`config.mk`:
```
export PLATFORM = sky130hd
export DESIGN_NAME = mist_base
export DESIGN_NICKNAME = d
export VERILOG_FILES = /design/src/common/mist_pkg.sv /design/src/hw/mist_base.sv /design/src/hw/video_out.sv /design/src/data_io/data_io_load.sv /design/src/user_io/user_io_cmd.sv /design/src/hw/spi_byte_rx.sv
export VERILOG_INCLUDE_DIRS = /design/src /design/src/common
export SDC_FILE = /design/constraint.sdc
export NUM_CORES = 1
export LEC_CHECK = 0
export ABC_AREA = 1
export BUFFER_PORTS_ARGS = -buffer_cell sky130_fd_sc_hd__buf_2
export CAP_MARGIN = 20
export CORE_MARGIN = 8
export CORE_UTILIZATION = 59
export DETAILED_ROUTE_END_ITERATION = 16
export HOLD_SLACK_MARGIN = 0.15
export PLACE_DENSITY = 0.77
export SYNTH_ARGS = -nofsm -noshare
export SYNTH_HDL_FRONTEND = slang
export SYNTH_HIERARCHICAL = 1
export SYNTH_SLANG_ARGS = --single-unit
export TNS_END_PERCENT = 20
```
`constraint.sdc`:
```
create_clock -name clk_rgb -period 6.74 [get_ports clk_rgb]
set_input_delay 0.337 -clock clk_rgb [delete_from_list [all_inputs] [get_ports clk_rgb]]
set_output_delay 0.337 -clock clk_rgb [all_outputs]
set_load 0.02 [all_outputs]
```
`src/common/mist_defs.svh`:
```
//##############################
// mist_defs
// SPI command codes, widths and colour coefficients
//##############################

`ifndef MIST_DEFS_SVH
`define MIST_DEFS_SVH

`define MIST_AW         22

// Configuration channel commands
`define UIO_JOY0        8'h01
`define UIO_JOY1        8'h02
`define UIO_VMODE       8'h0E
`define UIO_STATUS      8'h1E

// Download channel commands
`define DIO_FILE_TX     8'h53
`define DIO_FILE_DAT    8'h54

// RGB to YPbPr, scaled by 64
`define YPBPR_Y_R       14'sd19
`define YPBPR_Y_G       14'sd38
`define YPBPR_Y_B       14'sd7
`define YPBPR_PB_R      14'sd11
`define YPBPR_PB_G      14'sd21
`define YPBPR_PB_B      14'sd32
`define YPBPR_PR_R      14'sd32
`define YPBPR_PR_G      14'sd27
`define YPBPR_PR_B      14'sd5
`define YPBPR_SHIFT     6
`define YPBPR_OFS       14'sd32

`endif
```
`src/common/mist_pkg.sv`:
```
//##############################
// mist_pkg
// Shared types for the MiST platform base
//##############################

`default_nettype none

`include "mist_defs.svh"

package mist_pkg;

    typedef logic [31:0]          joy_word_t;    // Buttons and directions
    typedef logic [31:0]          status_word_t; // Host menu status
    typedef logic [3:0]           rgb4_t;
    typedef logic [5:0]           rgb6_t;
    typedef logic [`MIST_AW-1:0]  rom_addr_t;

    typedef struct packed {
        logic [7:0] data;
        logic       first; // First byte after select low
        logic       stb;
    } spi_byte_t;

    typedef struct packed {
        logic scandoubler_disable;
        logic ypbpr;
    } video_cfg_t;

    typedef struct packed {
        rgb4_t r;
        rgb4_t g;
        rgb4_t b;
        logic  hs;
        logic  vs;
    } game_video_t;

    typedef struct packed {
        rgb6_t r;
        rgb6_t g;
        rgb6_t b;
        logic  hs;
        logic  vs;
    } board_video_t;

    typedef struct packed {
        rgb6_t r;
        rgb6_t g;
        rgb6_t b;
        logic  hs;
        logic  vs;
    } vga_video_t;

    // Download write towards the ROM loader
    typedef struct packed {
        rom_addr_t  addr;
        logic [7:0] data;
        logic       wr;
    } ioctl_t;

endpackage

`default_nettype wire

```
`src/hw/mist_base.sv`:
```
//##############################
// mist_base
// Platform base, host SPI links and video output
//##############################

`timescale 1ns/100ps
`default_nettype none

module mist_base (
    input  wire                         clk_rgb,
    input  wire                         rst_n_i,
    input  wire                         spi_sck_i,
    input  wire                         spi_di_i,
    input  wire                         spi_ss2_i,
    input  wire                         conf_data0_i,
    input  wire mist_pkg::game_video_t  game_i,
    input  wire mist_pkg::board_video_t board_i,
    output mist_pkg::vga_video_t        vga_o,
    output mist_pkg::joy_word_t         joystick0_o,
    output mist_pkg::joy_word_t         joystick1_o,
    output mist_pkg::status_word_t      status_o,
    output mist_pkg::ioctl_t            ioctl_o,
    output logic                        downloading_o
);

mist_pkg::spi_byte_t  cfg_byte;
mist_pkg::spi_byte_t  dl_byte;
mist_pkg::video_cfg_t video_cfg;

// Configuration link on CONF_DATA0
spi_byte_rx u_cfg_rx (
    .clk_rgb    ( clk_rgb      ),
    .rst_n_i    ( rst_n_i      ),
    .sck_i      ( spi_sck_i    ),
    .sdi_i      ( spi_di_i     ),
    .ss_n_i     ( conf_data0_i ),
    .byte_o     ( cfg_byte     )
);

spi_byte_rx u_dl_rx (           // ROM download on SS2
    .clk_rgb    ( clk_rgb      ),
    .rst_n_i    ( rst_n_i      ),
    .sck_i      ( spi_sck_i    ),
    .sdi_i      ( spi_di_i     ),
    .ss_n_i     ( spi_ss2_i    ),
    .byte_o     ( dl_byte      )
);

user_io_cmd u_user_io (
    .clk_rgb     ( clk_rgb     ),
    .rst_n_i     ( rst_n_i     ),
    .byte_i      ( cfg_byte    ),
    .joystick0_o ( joystick0_o ),
    .joystick1_o ( joystick1_o ),
    .status_o    ( status_o    ),
    .video_cfg_o ( video_cfg   )
);

data_io_load u_data_io (
    .clk_rgb       ( clk_rgb       ),
    .rst_n_i       ( rst_n_i       ),
    .byte_i        ( dl_byte       ),
    .ioctl_o       ( ioctl_o       ),
    .downloading_o ( downloading_o )
);

video_out u_video (
    .clk_rgb    ( clk_rgb   ),
    .rst_n_i    ( rst_n_i   ),
    .cfg_i      ( video_cfg ),
    .game_i     ( game_i    ),
    .board_i    ( board_i   ),
    .vga_o      ( vga_o     )
);

endmodule

`default_nettype wire

```
`src/hw/video_out.sv`:
```
//##############################
// video_out
// Source select, YPbPr and sync forming
//##############################

`timescale 1ns/100ps
`default_nettype none

`include "mist_defs.svh"

module video_out (
    input  wire                        clk_rgb,
    input  wire                        rst_n_i,
    input  wire mist_pkg::video_cfg_t   cfg_i,
    input  wire mist_pkg::game_video_t  game_i,
    input  wire mist_pkg::board_video_t board_i,
    output mist_pkg::vga_video_t        vga_o
);

mist_pkg::rgb6_t    src_r, src_g, src_b;
logic               hs_w, vs_w, csync;
logic signed [13:0] r_s, g_s, b_s;
logic signed [13:0] y_sum, pb_sum, pr_sum;
logic signed [13:0] y_val, pb_val, pr_val;

function automatic mist_pkg::rgb6_t clamp6(input logic signed [13:0] v);
    if (v < 14'sd0)
        return 6'd0;
    else if (v > 14'sd63)
        return 6'd63;
    else
        return v[5:0];
endfunction

always_comb begin
    if (cfg_i.scandoubler_disable) begin
        src_r = {game_i.r, game_i.r[3:2]};  // 4 to 6 bits
        src_g = {game_i.g, game_i.g[3:2]};
        src_b = {game_i.b, game_i.b[3:2]};
        hs_w  = ~game_i.hs;
        vs_w  = ~game_i.vs;
    end else begin
        src_r = board_i.r;
        src_g = board_i.g;
        src_b = board_i.b;
        hs_w  = board_i.hs;
        vs_w  = board_i.vs;
    end
    csync = ~(hs_w ^ vs_w);
end

assign r_s = $signed({8'd0, src_r});
assign g_s = $signed({8'd0, src_g});
assign b_s = $signed({8'd0, src_b});

assign y_sum  = `YPBPR_Y_R * r_s + `YPBPR_Y_G * g_s + `YPBPR_Y_B * b_s;
assign pb_sum = `YPBPR_PB_B * b_s - `YPBPR_PB_R * r_s - `YPBPR_PB_G * g_s;
assign pr_sum = `YPBPR_PR_R * r_s - `YPBPR_PR_G * g_s - `YPBPR_PR_B * b_s;

assign y_val  = y_sum >>> `YPBPR_SHIFT;
assign pb_val = (pb_sum >>> `YPBPR_SHIFT) + `YPBPR_OFS;    // Centre at mid scale
assign pr_val = (pr_sum >>> `YPBPR_SHIFT) + `YPBPR_OFS;

always_ff @(posedge clk_rgb or negedge rst_n_i) begin
    if (!rst_n_i) begin
        vga_o <= '0;
    end else begin
        if (cfg_i.ypbpr) begin
            vga_o.r <= clamp6(pr_val);
            vga_o.g <= clamp6(y_val);
            vga_o.b <= clamp6(pb_val);
        end else begin
            vga_o.r <= src_r;
            vga_o.g <= src_g;
            vga_o.b <= src_b;
        end
        // SCART and component cables take csync on HS and a high VS
        if (cfg_i.scandoubler_disable || cfg_i.ypbpr) begin
            vga_o.hs <= csync;
            vga_o.vs <= 1'b1;
        end else begin
            vga_o.hs <= hs_w;
            vga_o.vs <= vs_w;
        end
    end
end

a_vs_high: assert property (@(posedge clk_rgb) disable iff (!rst_n_i)
    (cfg_i.scandoubler_disable || cfg_i.ypbpr) |=> vga_o.vs);

endmodule

`default_nettype wire

```
`src/data_io/data_io_load.sv`:
```
//##############################
// data_io_load
// ROM download commands into byte writes
//##############################

`timescale 1ns/100ps
`default_nettype none

`include "mist_defs.svh"

module data_io_load (
    input  wire                      clk_rgb,
    input  wire                      rst_n_i,
    input  wire mist_pkg::spi_byte_t byte_i,
    output mist_pkg::ioctl_t         ioctl_o,
    output logic                     downloading_o
);

logic [7:0]          cmd_q;
logic                tx_arg_done;   // FILE_TX takes a single argument
mist_pkg::rom_addr_t addr_cnt;
logic                dat_byte;
logic                wr_q;
mist_pkg::rom_addr_t addr_q;
logic [7:0]          data_q;

assign dat_byte = byte_i.stb & ~byte_i.first & (cmd_q == `DIO_FILE_DAT) & downloading_o;

always_ff @(posedge clk_rgb or negedge rst_n_i) begin
    if (!rst_n_i) begin
        cmd_q         <= '0;
        tx_arg_done   <= 1'b0;
        downloading_o <= 1'b0;
        addr_cnt      <= '0;
        wr_q          <= 1'b0;
    end else begin
        wr_q <= 1'b0;
        if (byte_i.stb && byte_i.first) begin
            cmd_q       <= byte_i.data;
            tx_arg_done <= 1'b0;
        end else if (byte_i.stb && cmd_q == `DIO_FILE_TX && !tx_arg_done) begin
            tx_arg_done   <= 1'b1;
            downloading_o <= |byte_i.data;
            if (|byte_i.data)
                addr_cnt <= '0;     // New file starts at zero
        end else if (dat_byte) begin
            wr_q     <= 1'b1;
            addr_cnt <= addr_cnt + 1'b1;    // Wraps at 2^22
        end
    end
end

always_ff @(posedge clk_rgb) begin
    if (dat_byte) begin
        addr_q <= addr_cnt;
        data_q <= byte_i.data;
    end
end

assign ioctl_o = '{addr: addr_q, data: data_q, wr: wr_q};

a_wr_in_dl: assert property (@(posedge clk_rgb) disable iff (!rst_n_i)
    ioctl_o.wr |-> downloading_o);

endmodule

`default_nettype wire

```
`src/user_io/user_io_cmd.sv`:
```
//##############################
// user_io_cmd
// Host configuration commands into core registers
//##############################

`timescale 1ns/100ps
`default_nettype none

`include "mist_defs.svh"

module user_io_cmd (
    input  wire                     clk_rgb,
    input  wire                     rst_n_i,
    input  wire mist_pkg::spi_byte_t byte_i,
    output mist_pkg::joy_word_t     joystick0_o,
    output mist_pkg::joy_word_t     joystick1_o,
    output mist_pkg::status_word_t  status_o,
    output mist_pkg::video_cfg_t    video_cfg_o
);

logic [7:0] cmd_q;
logic [2:0] byte_idx;   // Data bytes seen, saturates at 4

always_ff @(posedge clk_rgb or negedge rst_n_i) begin
    if (!rst_n_i) begin
        cmd_q       <= '0;
        byte_idx    <= '0;
        joystick0_o <= '0;
        joystick1_o <= '0;
        status_o    <= '0;
        video_cfg_o <= '0;
    end else if (byte_i.stb) begin
        if (byte_i.first) begin
            cmd_q    <= byte_i.data;
            byte_idx <= '0;
        end else if (byte_idx < 3'd4) begin
            byte_idx <= byte_idx + 3'd1;
            // LSB lane arrives first
            case (cmd_q)
                `UIO_JOY0:   joystick0_o[8*byte_idx[1:0] +: 8] <= byte_i.data;
                `UIO_JOY1:   joystick1_o[8*byte_idx[1:0] +: 8] <= byte_i.data;
                `UIO_STATUS: status_o[8*byte_idx[1:0] +: 8]    <= byte_i.data;
                `UIO_VMODE: begin
                    if (byte_idx == 3'd0) begin
                        video_cfg_o.scandoubler_disable <= byte_i.data[4];
                        video_cfg_o.ypbpr               <= byte_i.data[5];
                    end
                end
                default: ;  // Unknown command
            endcase
        end
    end
end

a_idx_range: assert property (@(posedge clk_rgb) disable iff (!rst_n_i)
    byte_idx <= 3'd4);

endmodule

`default_nettype wire

```
`src/hw/spi_byte_rx.sv`:
```
//##############################
// spi_byte_rx
// SPI mode 0 byte receiver, MSB first
//##############################

`timescale 1ns/100ps
`default_nettype none

module spi_byte_rx (
    input  wire                 clk_rgb,
    input  wire                 rst_n_i,
    input  wire                 sck_i,
    input  wire                 sdi_i,
    input  wire                 ss_n_i,
    output mist_pkg::spi_byte_t byte_o
);

logic [2:0] sck_q;      // Two sync stages plus edge history
logic [1:0] sdi_q;
logic [1:0] ss_q;
logic       sck_rise;
logic [2:0] bit_cnt;
logic       first_pend;
logic       first_q;
logic       stb_q;
logic [7:0] shift_q;

assign sck_rise = sck_q[1] & ~sck_q[2];

always_ff @(posedge clk_rgb or negedge rst_n_i) begin
    if (!rst_n_i) begin
        sck_q      <= '0;
        sdi_q      <= '0;
        ss_q       <= '1;   // Deselected
        bit_cnt    <= '0;
        first_pend <= 1'b1;
        first_q    <= 1'b0;
        stb_q      <= 1'b0;
    end else begin
        sck_q <= {sck_q[1:0], sck_i};
        sdi_q <= {sdi_q[0], sdi_i};
        ss_q  <= {ss_q[0], ss_n_i};
        stb_q <= 1'b0;
        if (ss_q[1]) begin
            // Drops any partial byte
            bit_cnt    <= '0;
            first_pend <= 1'b1;
        end else if (sck_rise) begin
            bit_cnt <= bit_cnt + 3'd1;
            if (bit_cnt == 3'd7) begin
                stb_q      <= 1'b1;
                first_q    <= first_pend;
                first_pend <= 1'b0;
            end
        end
    end
end

always_ff @(posedge clk_rgb) begin
    if (sck_rise && !ss_q[1])
        shift_q <= {shift_q[6:0], sdi_q[1]};
end

assign byte_o = '{data: shift_q, first: first_q, stb: stb_q};

// At least eight SCK edges lie between two bytes
a_stb_single: assert property (@(posedge clk_rgb) disable iff (!rst_n_i)
    byte_o.stb |=> !byte_o.stb);

endmodule

`default_nettype wire

```
==> key figures <==
Synth
  – EDFF count, synth: 46
  – Netlist cell types: 46
  – Dominant register cell in the synthesized netlist: dfrtp_1
  – Synth Area in Simple Gates: 25.8%
  – Synth Register Bits: about 230
  – Synth warn: 6
  – Synth Area in Compound Gates: 5.20%
  – Synth Area in Adders: 18.0%
  – XOR/XNOR Fraction of Synth Area: under 10%
  – Syn Nets: between 1.5k and 2k
  – Post-synthesis mux area share: 0.376%
  – Synthesized area: 0.0150 mm²
  – Syn Area/Cell: 8.60 µm²
  – Post-synthesis sequential area ratio: 40.7%
  – Main combinational cell family by area after synthesis: simple AND/OR/NAND/NOR gates
  – Synthesized netlist cell count: 1741
  – Async SR Flop Fraction: 80.3%

Cells and area
  – Fill cells: 2054
  – Layout cells sized above 1: 15.2%
  – Final Cell Area: 0.0169 mm²
  – Register Area: ~0.0061 mm²
  – Post-layout nets: 2149
  – Area growth, synth to finish: 13.1%
  – Ant. Diodes: 0
  – Multi-input logic area: 0.00776 mm²
  – Most frequent cells in the layout: nand2_1 (475), inv_1 (213), buf_2 (186)
  – Commonest non-fill, non-tap cell in the layout: nand2_1

CTS
  – Reg clk slew, reported paths: 0.06 ns
  – Skew-Pair Late Insertion Delay: 0.51 ns
  – H-tree levels: 1
  – Longest Clk Path Bufs: 3
  – CTS tree: yes
  – Clock root buffer master: clkbuf_16
  – TritonCTS Buffers: 25
  – Sink Count: 234
  – Post-CTS setup buffers: 0
  – CTS resizes: 0

Floorplanning
  – Initial Util: 59.8%
  – Chip width: roughly 180 µm
  – IO Count: roughly 190
  – Core area: around 0.025 mm²
  – Die Ht: 175 µm
  – Row cnt: 58
  – Die area: 0.0307 mm²

Global routing
  – Vias in the first global route: approximately 12k
  – First-pass GRT wire length: 59500 µm
  – Most Crowded Layer GR: met2
  – Met2 usage: 39.5%
  – Gr ovfl total: 0
  – Initial antenna violation count: 0
  – GRT Overall Usage: 23.1%
  – Met3 GRT Util: 2.83%
  – Largest net degree at the start of global routing: between 100 and 150
  – Met1 Use GR: a little under a third

Detailed routing
  – ANT nets after route: 0
  – Post-Route WL: between 30000 and 40000 µm
  – Initial DRC count: 1187
  – Drt pass-1 iters: 5
  – Vias/cell: 5.45
  – Routed vias: 12.3k
  – DRC: 0
  – Avg WL per Cell: 15.7 µm

STA
  – RSZ-0062 raised after global routing: false
  – Clock skew: 0.0113 ns
  – Worst slew margin: ~34%
  – Slew Viols, Final: 0
  – Hold Fails Final Rpt: 0
  – Slew @ Worst Pin: 0.983 ns
  – Fin Setup TNS: 0 ns
  – Tmin final: around 6.3 ns
  – Fmax: 0.159 GHz
  – Endpoints failing setup: 0
  – Fin crit share: 93.1%

Placed design
  – Port bufs: about 190
  – HPWL Detailed: ~27000 µm
  – Routability cong.: 0.926
  – Area post-placement: 0.0161 mm²

Power and ir drop
  – Maximum VDD drop: 0.240 mV
  – Leak Pwr: 9.06 nW
  – PwrDens: 280 mW/mm²

Status
  – Outcome: finished clean

Setup path
  – Slowest CP cell: dfrtp_1
  – Critical Path, Cell by Cell: inv_6 > a21oi_1 > inv_1 > ha_1 > fa_1 > ha_1 > nand2_1 > o21ai_0 > xor2_1 > inv_1 > ha_1 > inv_1 > fa_1 > fa_1 > inv_1 > ha_1 > nand2_1 > inv_1 > a21oi_1 > nand2_2 > a21oi_4 > nand3_1 > nand2_1 > inv_1
  – Critical path fanouts, max: 19
  – CP Data Required Time: 7.15 ns
  – CP Class: register to register
  – Max incr delay on CP: 0.75 ns
  – Most frequent CP cell: inv_1
  – Crit. End Element: register
  – Worst path arrival time: approximately 6.7 ns
  – Crit. Startpoint: u_user_io/video_cfg_o[1]
  – RR Startpoint: u_user_io/video_cfg_o[1]
  – CP startpoint kind: register

Run
  – Max cap viols: 0

Hold path
  – Min-Delay Path Class: primary input to register
  – Hold Startpoint: game_i[0]
logic make-up after synthesis:
group / Yosys count
AND/OR/NAND/NOR: 866
flip-flops: 234
adder cells (fa/ha/maj): 189
AO/OA/AOI/OAI: 137
multiplexers: 5
buffers and inverters: 270
XOR/XNOR: 40
synth_stat cells (all sizes together) (7+ instances only):
master	instances	area, µm²
a21oi	62	333
buf	35	240
clkbuf	15	56.3
dfrtp	182	4550
edfxtp	46	1380
fa	45	901
ha	144	1800
inv	219	827
nand2	489	1890
nand3	98	531
nand4	114	713
nor2	147	633
nor3	7	35.0
o21ai	49	257
or2	7	43.8
xnor2	14	123
xor2	26	228
final timing paths:
check / slack, ns / to / cells past startpoint
setup / recovery: 0.47 / u_video/vga_o[11] / 24
hold / removal: 0.20 / u_video/vga_o[1] / 3
setup reg to reg: 0.47 / u_video/vga_o[11] / 24
hold reg to reg: 0.35 / u_dl_rx/sdi_q[1] / 0
max in group asynchronous: 4.71 / u_video/vga_o[6] / 3
min in group asynchronous: 0.51 / u_data_io/addr_cnt[11] / 2
flip-flops by register name (all words and copies together) (netlist names), 2 cells and up:
| signal | count |
|---|---|
| u_user_io/status_o | 32 |
| u_data_io/addr_cnt | 22 |
| u_video/vga_o | 20 |
| u_user_io/cmd_q | 8 |
| u_user_io/video_cfg_o | 2 |
| u_dl_rx/ss_q | 2 |
| u_cfg_rx/shift_q | 8 |
| u_dl_rx/bit_cnt | 3 |
| u_user_io/joystick1_o | 32 |
| u_cfg_rx/ss_q | 2 |
| u_cfg_rx/bit_cnt | 3 |
| u_data_io/addr_q | 22 |
| u_data_io/cmd_q | 8 |
| u_dl_rx/sck_q | 3 |
| u_cfg_rx/sdi_q | 2 |
| u_data_io/data_q | 8 |
| u_user_io/joystick0_o | 32 |
| u_user_io/byte_idx | 3 |
| u_cfg_rx/sck_q | 3 |
| u_dl_rx/shift_q | 8 |
| u_dl_rx/sdi_q | 2 |
layer usage:
layer  up-vias  share of wire [%]
met3        56                5.9
met1      5841                 44
met4         0                2.1
met2       388                 48
met5         -                  0
li1       6061                  -
stage by stage:
step	std cells	utilization [%]	worst slack [ns]	power (mW)	hold slack [ns]
after floorplan	1741	-	1.38	3.05	0.0414
after CTS	2267	67.7	0.520	4.76	0.183
after detailed placement	2217	64.4	0.542	3.45	0.340
final	2267	67.7	0.466	4.75	0.195
after global placement	2217	64.4	0.774	3.41	0.336
after global routing	2267	67.7	0.0135	5.12	0.199
layout make-up:
cell class,count,area share (%)
clock buffers,36,4.11
flip-flops and latches,234,36.0
multi-input cells,1237,45.8
repair buffers,202,6.33
clock inverters,8,0.458
inverters,220,4.90
well taps,330,2.44
power by group:
| group | internal [mW] | total [mW] | leakage, nW | switching, mW |
|---|---|---|---|---|
| Sequential | 1.46 | 1.47 | 2.91 | 0.00908 |
| Clock | 0.757 | 1.29 | 0.381 | 0.533 |
| Combinational | 0.768 | 1.99 | 5.77 | 1.23 |
critical path, delay by kind of cell, from the launching register on:
family                   cells  cell delay [ns]
adder cells (fa/ha/maj)      7             2.83
AO/OA/AOI/OAI                4             1.14
buffers and inverters        7             0.75
flip-flops                   1             0.75
AND/OR/NAND/NOR              5             0.47
XOR/XNOR                     1             0.21
repair_timing:
action,4_1_cts,5_1_grt
endpoints found under the hold margin,114,0
endpoints found under the setup margin,0,0
hold buffers,6,0
Power figures use the tool's default switching activity.
